<file path="config.mk">
export PLATFORM = sky130hd
export DESIGN_NAME = mmu_decode
export DESIGN_NICKNAME = d
export VERILOG_FILES = /design/src/mmu_pkg.sv /design/src/mmu_decode.sv
export SDC_FILE = /design/constraint.sdc
export NUM_CORES = 1
export LEC_CHECK = 0
export BUFFER_PORTS_ARGS = -buffer_cell sky130_fd_sc_hd__buf_2
export CORE_ASPECT_RATIO = 0.7
export CORE_MARGIN = 5
export CORE_UTILIZATION = 41
export DETAILED_ROUTE_END_ITERATION = 16
export HOLD_SLACK_MARGIN = 0.03
export PLACE_DENSITY = 0.84
export SLEW_MARGIN = 20
export SYNTH_ARGS = -nofsm -noshare
export SYNTH_HDL_FRONTEND = slang
export SYNTH_SLANG_ARGS = --single-unit
</file>
<file path="constraint.sdc">
create_clock -name clk -period 4.5 [get_ports clk]
set_input_delay 0.225 -clock clk [delete_from_list [all_inputs] [get_ports clk]]
set_output_delay 0.225 -clock clk [all_outputs]
set_load 0.01 [all_outputs]
</file>
<file path="src/mmu_pkg.sv">
// Address map and width types for the memory stage
// Linear memory is 128 words at addresses 16 to 143, special registers at 1 to 15
// Address 0 is reserved for data and is the boot vector for fetches
package mmu_pkg;

  // Plain vector types for widths with a meaning
  typedef logic [31:0] word_t;       // Address or data word
  typedef logic [6:0]  lin_index_t;  // Word index into linear memory
  typedef logic [3:0]  spec_index_t; // Special register index, address minus 1
  typedef logic [8:0]  vga_x_t;      // Plot column
  typedef logic [7:0]  vga_y_t;      // Plot row
  typedef logic [23:0] color_t;      // Plot colour, 8 bits per channel

  // First linear address; everything below it but 0 is a special register
  localparam word_t LINEAR_BASE = 32'd16;

  // Linear memory depth in words
  localparam int unsigned LINEAR_WORDS = 128;

  // Special registers at addresses 1 to 15
  localparam int unsigned SPECIAL_COUNT = 15;

  // Value of address bits 31:17 that selects the display window
  localparam logic [14:0] VGA_PAGE = 15'd1;

endpackage

</file>
<file path="src/mmu_decode.sv">
// Stage 1 of the memory stage: address decode, faults and plot commands
// All outputs are registered, so they appear one cycle after the inputs
// rd and wd must never be high together
// Fetch faults are evaluated every cycle, data faults only on rd or wd
`timescale 1ns/100ps

module mmu_decode import mmu_pkg::*; (
  input  logic        clk,
  input  logic        reset,
  input  word_t       instr_addr,  // Fetch address
  input  word_t       data_addr,   // Data access address
  input  word_t       data_in,     // Write data
  input  logic        rd,          // Data read strobe
  input  logic        wd,          // Data write strobe
  output logic        instr_segv,
  output logic        data_segv,
  output vga_x_t      vga_x,
  output vga_y_t      vga_y,
  output color_t      vga_color,
  output logic        vga_plot,
  output logic        spec_wr,     // Write strobe to special registers
  output logic        lin_wr,      // Write strobe to linear memory
  output logic        rd_go,       // A data read is in flight
  output logic        rd_special,  // Read source is a special register
  output logic        rd_fault,    // The read faulted, return zero
  output spec_index_t spec_index,
  output lin_index_t  lin_index,
  output word_t       wr_data,
  output lin_index_t  instr_index,
  output logic        instr_fault
);

  word_t instr_off; // Fetch address relative to linear base
  word_t data_off;  // Data address relative to linear base
  logic  instr_boot;
  logic  instr_linear;
  logic  data_special;
  logic  data_linear;
  logic  data_vga;
  logic  data_bad;
  logic  instr_fault_q;

  assign instr_off = instr_addr - LINEAR_BASE;
  assign data_off  = data_addr - LINEAR_BASE;

  // Addresses below the base wrap high, so one compare covers both ends
  assign instr_boot   = (instr_addr == '0);
  assign instr_linear = (instr_off < word_t'(LINEAR_WORDS));

  assign data_special = (data_addr != '0) && (data_addr < LINEAR_BASE);
  assign data_linear  = (data_off < word_t'(LINEAR_WORDS));
  assign data_vga     = (data_addr[31:17] == VGA_PAGE);

  // Only a write may land in the display window, reads there fault
  assign data_bad = !(data_special || data_linear || (data_vga && wd));

  // Control registers
  always_ff @(posedge clk) begin
    if (reset) begin
      instr_fault_q <= 1'b0;
      data_segv     <= 1'b0;
      vga_plot      <= 1'b0;
      spec_wr       <= 1'b0;
      lin_wr        <= 1'b0;
      rd_go         <= 1'b0;
      rd_special    <= 1'b0;
      rd_fault      <= 1'b0;
    end else begin
      instr_fault_q <= !(instr_boot || instr_linear);
      data_segv     <= (rd || wd) && data_bad;
      vga_plot      <= wd && data_vga;
      spec_wr       <= wd && data_special;
      lin_wr        <= wd && data_linear;
      rd_go         <= rd;
      rd_special    <= data_special;
      rd_fault      <= rd && data_bad;
    end
  end

  // Payload registers, meaningful only beside their strobes
  always_ff @(posedge clk) begin
    spec_index  <= spec_index_t'(data_addr - 32'd1);
    lin_index   <= lin_index_t'(data_off);
    wr_data     <= data_in;
    instr_index <= instr_boot ? '0 : lin_index_t'(instr_off); // Boot vector is word 0
    vga_x       <= data_addr[8:0];
    vga_y       <= data_addr[16:9];
    vga_color   <= data_in[23:0];
  end

  assign instr_segv  = instr_fault_q;
  assign instr_fault = instr_fault_q; // Same flag also steers the fetch mux in stage 2

  // Input contract from the core
  a_rd_wd_excl: assert property (@(posedge clk) disable iff (reset) !(rd && wd));

  // One write reaches at most one store in stage 2
  a_wr_onehot: assert property (@(posedge clk) disable iff (reset) !(lin_wr && spec_wr));

endmodule

</file>
* Yosys cells after proc, flatten, opt, wreduce, memory -nomap -nowiden
Index checks and enable logic that the tools add are counted.
** Storage, ports and cells
- Register bits after elaboration :: 99
- Input bits :: 100
- Output and inout bits :: 100
- Word-level logic and storage cells :: 36
** Cells by class
- $add $sub $neg :: 3
- Order comparisons :: 3
- Equality and inequality tests :: 1
- Reductions and logical operators :: 14
** Operator list (count)
- 32-bit by 8-bit < comparator with 1-bit output, second input constant :: 2
- 32-bit by 5-bit subtractor with 32-bit output, second input constant :: 2
- 32-bit zero test :: 1
- 32-bit by 5-bit < comparator with 1-bit output, second input constant :: 1
- 32-bit nonzero test :: 1
- 15-bit by 1-bit == test with 1-bit output, second input constant :: 1
- 1-bit logical AND :: 6
- 1-bit logical OR :: 4
- 4-bit by 1-bit subtractor with 4-bit output, second input constant :: 1
- 1-bit zero test :: 2

* Longest topological paths before layout
Gate-level depths: netlist (run 1).
- Word-level depth :: 6
- Depth in mapped cells :: 8
- Depth with buffers taken out :: 8

* Least setup slack after synthesis (run 1)
Ideal clock, no wire load.
- Path type :: input -> register
- Start :: input data_addr[4]
- End :: register data_segv
- Library setup time :: 0.115 ns
- Data arrival time :: 1.762 ns
- Required time :: 4.385 ns
- Path slack :: 2.623 ns
- Cell stages on the path :: 8
- Buffers on the path :: 0
- Path through :: inv_1 -> ha_1 -> nor4b_1 -> mux2_2 -> a2bb2oi_1 -> a2111oi_2 -> nand4_1 -> and3_1
** Between the ends
- Longest elaborated chain between the ends :: 6
- Elaborated cells between the ends (all ways) :: 9
- Those cells by class :: add/sub: 1; order compare: 2; reduce/logical: 6
** Ends and longest elaborated chain
- from (decl) :: RTL line mmu_decode.sv:11 : input word_t data_addr,
- 32-bit by 5-bit subtractor with 32-bit output (tied with other cells) :: RTL line mmu_decode.sv:44 : assign data_off = data_addr - LINEAR_BASE;
- 32-bit by 8-bit < comparator with 1-bit output or 1-bit logical AND (tied branches) :: RTL line mmu_decode.sv:51, mmu_decode.sv:50
- 1-bit logical OR * (2 in series) :: RTL line mmu_decode.sv:55 : assign data_bad = !(data_special || data_linear || (data_vga && wd));
- 1-bit zero test * :: RTL line mmu_decode.sv:55
- 1-bit logical AND * :: RTL line mmu_decode.sv:70 : data_segv <= (rd || wd) && data_bad;
- to (signal assigned) :: RTL line mmu_decode.sv:70
- to (decl) :: RTL line mmu_decode.sv:16 : output logic data_segv,
Mark *: on every way between the ends. The rest lies on a longest branch, timed or not.
A chain may end at the register's enable or synchronous reset.

* Worst setup path after layout (run 1)
- Start :: input data_addr[9]
- End :: register data_segv
The elaborated chain is that of the path after synthesis.

==> results.cfg, run 1 <==
[global_route]
grt_pass1_vias = 2486
grt_first_pass_wirelength_mm = 12.42
grt_antenna_before_repair = 0
grt_max_degree = 13
grt-ovfl-total = 0
grtUsageTotal_pct = 21.82

[drt]
dr.max_layer_used = met4
wl_met3_um = 724
avgRoutedWirePerCell_um = 16.34
drtIter0Drc = 84
vias = 2433
totalWireLength_mm = 8.498
wl_met1_mm = 3.212
ant_nets = 0
wl_met2_mm = 4.382
dr.pass1.iters = 4
vias_per_cell = 4.679
drcViolationCount = 0

[worst_setup_path]
worstSetupStartpointType = input port
arrival_ns = 2.69
endpoint_kind = flip-flop
setup.worst_path.class = in -> reg
worstPathRequired_ns = 4.72
crit_fanout = 4

[clock_tree]
cts_tree = done
clock_sinks = 71
path_clk_slew_ns = 0.07
post-cts-setup-buffers = 0
postCtsHoldBufs = 42
cts_root_buf = clkbuf_8
cts_max_path_buffers = 2
cts_resized = 0
numCtsBuffers = 9
cts_max_level = 3

[timing]
setup-tns-final_ns = 0
worst_pin_slew_ns = 0.6432
final_max_slew_viol_count = 0
setup_viol = 0
layout_setup_ws_ns = 2.028
period_share_pct = 54.93
rsz0062_at_grt = no
fmax_mhz = 404.6
max-slew-margin-rel_pct = 56.01
hold_viol = 0
min_period_ns = 2.472

[die]
initial_core_util_pct = 42.08
fp.coreArea_mm2 = 0.005727
die_w_um = 101.6
die-area_mm2 = 0.007535
die_y_um = 74.14
ioPinCount = 200
rows = 23

[layout]
stdcell_area_mm2 = 0.003882
drive_above_1_share_pct = 49.66
nets = 545
diodes = 0
syn2layout_area_growth_pct = 61.11
final_cells = 520
fin_util_pct = 67.80
final_cell_mix = 199 x buf_2, 71 x dfxtp_1, 43 x dlygate4sd3_1
layout_commonest_cell = buf_2

[pwr]
p_clk_share_pct = 35.1
combPwrFrac_pct = 14.9
p_sw_uw = 334.0
internal_power_uw = 1018
ir_worst_vdd_uv = 201.4
swShare_pct = 24.70
p_leak_uw = 0.001909
p_per_area_mw_per_mm2 = 348.3
seqPwrFrac_pct = 50.0

[job]
drv_cap = 0

[synth]
dominantRegCellSynth = dfxtp_1
ys_seq_area_share_pct = 58.98
synth_top_cells_by_area = dfxtp_1 59%, buf_4 9.0%, nor4_1 2.9%
synth_top_area_share_pct = 58.98
synth_warnings = 0
synth_cell_type_count = 38
synth_edf_count = 0
avgSynthCellArea_um2 = 10.90
synth_top_cell_by_area = dfxtp_1
synth-async-reset-ratio_pct = 0
synth_fp_nets = 325
ys_ff_latch = 71
syn_inst = 221
syn-cell-area_mm2 = 0.002410

[placement]
dp.cells = 462
port_buffers = 199
place_congestion = 0.8632
dpl_cell_area_mm2 = 0.003267
dp_slack_ns = 2.185
dp_hpwl_mm = 6.252

[worst_hold_path]
hp-class = in -> reg

[status]
status = finished, final reports clean
==> critical path, stage by stage <==
cell and delay [ns]:
dlygate4sd3_1 0.53, buf_2 0.15, nor4_2 0.46, and4_1 0.34
nand4_1 0.14, a2111oi_2 0.43, nand4_1 0.19, and3_1 0.22
==> synthesized netlist by cell type, drive strengths merged (3+ instances only) <==
cell    instances
clkbuf          4
inv            11
ha              4
nor2           18
nor4           14
and3            3
dfxtp          71
nor4b           5
nand2           5
a31oi           3
buf            29
xor2            4
nor3           10
o21ai           6
or3             4
nand4           4
xnor2           3
==> sequential cells by signal (all words and copies together), names as in the netlist, 4 cells and up <==
name and count:
instr_index 7, vga_y 8, spec_index 4, vga_x 5, wr_data 32, lin_index 7
==> worst paths after layout <==
check / start / to / slack, ns / cells past startpoint
worst max-delay path: data_addr[9] / data_segv / 2.03 / 8
worst min-delay path: data_addr[10] / vga_y[1] / 0.06 / 1
==> cells by family (layout without fill, tap and decap cells) <==
family / count (synthesis) / count (layout) / synth area share, %
multiplexers: 1 / 1 / 0.4673
buffers and inverters: 44 / 268 / 11.37
AO/OA/AOI/OAI: 17 / 17 / 4.985
XOR/XNOR: 7 / 7 / 2.544
flip-flops: 71 / 71 / 58.98
AND/OR/NAND/NOR: 77 / 77 / 19.57
adder cells (fa/ha/maj): 4 / 4 / 2.077
==> layout make-up <==
type / count / area, um^2
Inverter: 11 / 41.29
Tap cell: 75 / 93.84
Clock buffer: 9 / 123.9
Fill cell: 454 / 1844
Sequential cell: 71 / 1421
Timing Repair Buffer: 242 / 1426
Multi-Input combinational cell: 106 / 714.4
Clock inverter: 6 / 61.31
==> metal layers <==
metal / vias up / track usage [%]
li1: 1183 / -
met1: 1110 / 24.09
met2: 126 / 39.93
met3: 14 / 6.467
met4: 0 / 8.407
met5: - / 0
==> power by group through the flow <==
stage	registers (uW)	logic [uW]	clock network, uW
after global routing	680	217	518
after floorplan	708	55.3	0
after CTS	675	199	493
after global placement	688	166	0
final	676	201	475
after detailed placement	690	170	0
==> through the flow <==
step | hold WS [ns] | power (uW)
2_1_floorplan | 0.2527 | 763.7
4_1_cts | 0.03278 | 1368
5_1_grt | 0.03037 | 1415
3_5_place_dp | 0.3286 | 859.5
6_report | 0.05522 | 1352
3_3_place_gp | 0.3273 | 854.0
Power figures use the tool's default switching activity.
==> run 2: changes to the inputs <==
--- a/config.mk
+++ b/config.mk
@@ -8,10 +8,10 @@
 export BUFFER_PORTS_ARGS = -buffer_cell sky130_fd_sc_hd__buf_2
 export CORE_ASPECT_RATIO = 0.7
 export CORE_MARGIN = 5
-export CORE_UTILIZATION = 41
+export CORE_UTILIZATION = 38
 export DETAILED_ROUTE_END_ITERATION = 16
 export HOLD_SLACK_MARGIN = 0.03
-export PLACE_DENSITY = 0.84
+export PLACE_DENSITY = 0.79
 export SLEW_MARGIN = 20
 export SYNTH_ARGS = -nofsm -noshare
 export SYNTH_HDL_FRONTEND = slang
==> constraint.sdc (replaced) <==
create_clock -name clk -period 2.4 [get_ports clk]
set_input_delay 0.12 -clock clk [delete_from_list [all_inputs] [get_ports clk]]
set_output_delay 0.12 -clock clk [all_outputs]
set_load 0.01 [all_outputs]
==> run 2 against run 1 <==
Die area grew 7.0%; cell count grew 3.1%; clock power grew 67%; worst setup slack lost 1.9 ns; first-iteration DRC count shrank 9.5%; worst hold slack gained 0.011 ns; via count grew 1.6%; utilization shrank 2.7 points; global-route usage shrank 0.85 points; critical path type unchanged.
==> results.cfg, run 2 (synthesis gave the netlist of run 1 again) <==
[timing]
setup-tns-final_ns = 0
final_max_slew_viol_count = 0
layout_setup_ws_ns = 0.1379
setup_viol = 0
worst_pin_slew_ns = 0.5508
max-slew-margin-rel_pct = 62.33
fmax_mhz = 442.1
min_period_ns = 2.262
period_share_pct = 94.26
hold_viol = 0
rsz0062_at_grt = no

[clock_tree]
cts_tree = done
path_clk_slew_ns = 0.07
cts_root_buf = clkbuf_8
cts_max_level = 3
clock_sinks = 71
numCtsBuffers = 9
cts_max_path_buffers = 2

[worst_setup_path]
critPathTopFamily = buffers and inverters
crit_chain = dlygate4sd3_1 > buf_2 > inv_1 > ha_2 > nor4b_4 > mux2_2 > a2bb2oi_1 > a2111oi_2 > nand4_1 > and3_1
slowest_stage = dlygate4sd3_1
crit_start = data_addr[4]
worstPathRequired_ns = 2.62
arrival_ns = 2.49
endpoint_kind = flip-flop
crit_fanout = 5
worstSetupStartpointType = input port
crit_buf_inv = 3
critPathMaxStageDelay_ns = 0.55
setup.worst_path.class = in -> reg

[pwr]
p_leak_uw = 0.001960
p_per_area_mw_per_mm2 = 610.7
ir_worst_vdd_uv = 301.7

[layout]
largest_register_ff_count = 32
nets = 558
drive_above_1_share_pct = 49.13
regMostFlops = wr_data
diodes = 0
final_cell_mix = 199 x buf_2, 71 x dfxtp_1, 55 x dlygate4sd3_1
syn2layout_area_growth_pct = 67.19
layout_commonest_cell = buf_2
reg_top3 = wr_data x32, vga_y x8

[global_route]
grt_max_degree = 13
use_met2_pct = 35.71
grt_antenna_before_repair = 0
grt_pass1_vias = 2592
busiest_layer = met2
met1_usage_pct = 24.79
grtUsageTotal_pct = 20.98
grt-ovfl-total = 0
grt_first_pass_wirelength_mm = 13.57
grt_use_met3_pct = 6.943

[placement]
dp_hpwl_mm = 6.166
dp_slack_ns = 0.2287
port_buffers = 199
place_congestion = 0.8597

[drt]
vias = 2472
dr.pass1.iters = 6
totalWireLength_mm = 8.683
drcViolationCount = 0
drtIter0Drc = 76
avgRoutedWirePerCell_um = 16.20
vias_per_cell = 4.612
ant_nets = 0

[die]
die-area_mm2 = 0.008059
die_y_um = 76.63
initial_core_util_pct = 38.96
die_w_um = 105.2
rows = 24
ioPinCount = 200
fp.coreArea_mm2 = 0.006186

[worst_hold_path]
min_from = data_addr[23]
hp-class = in -> reg

[status]
status = finished, final reports clean

[job]
drv_cap = 0
run 2: layout make-up:
class                           count  area (um^2)
Clock buffer                        9        123.9
Clock inverter                      6        38.79
Fill cell                         482         2157
Inverter                           11        41.29
Multi-Input combinational cell    106        752.0
Sequential cell                    71         1421
Tap cell                           78        97.59
Timing Repair Buffer              255         1554
run 2: per-layer routing:
layer | share of wire [%] | wire length, um
met1 | 41 | 3572
met2 | 50 | 4378
met3 | 6.8 | 588
met4 | 1.7 | 144
met5 | 0 | 0
run 2: report_power, final:
group | internal, uW | total (uW) | switching (uW)
Clock | 365 | 792 | 427
Combinational | 209 | 401 | 192
Sequential | 1240 | 1270 | 23.2
Total | 1820 | 2460 | 642
run 2: path summary, 6_finish.rpt:
check | slack, ns | end | depth (start not counted)
setup / recovery | 0.14 | data_segv | 10
hold / removal | 0.07 | vga_plot | 2
run 2: what timing repair did:
action | 4_1_cts | 5_1_grt
hold endpoints to repair | 61 | 0
buffers inserted | 0 | 1
endpoints found under the setup margin | 0 | 5
resized for setup | 0 | 6
hold buffers | 55 | 0
run 2: per-stage QoR:
stage	utilization (%)	cell area [um^2]	total power, uW	hold WS (ns)	instances
after floorplan	-	2410	1432	0.1477	221
after global routing	65.13	4029	2578	0.06438	536
after detailed placement	52.87	3271	1611	0.2236	465
after CTS	64.40	3984	2475	0.04739	535
after global placement	52.87	3271	1602	0.2224	465
final	65.13	4029	2460	0.06654	536
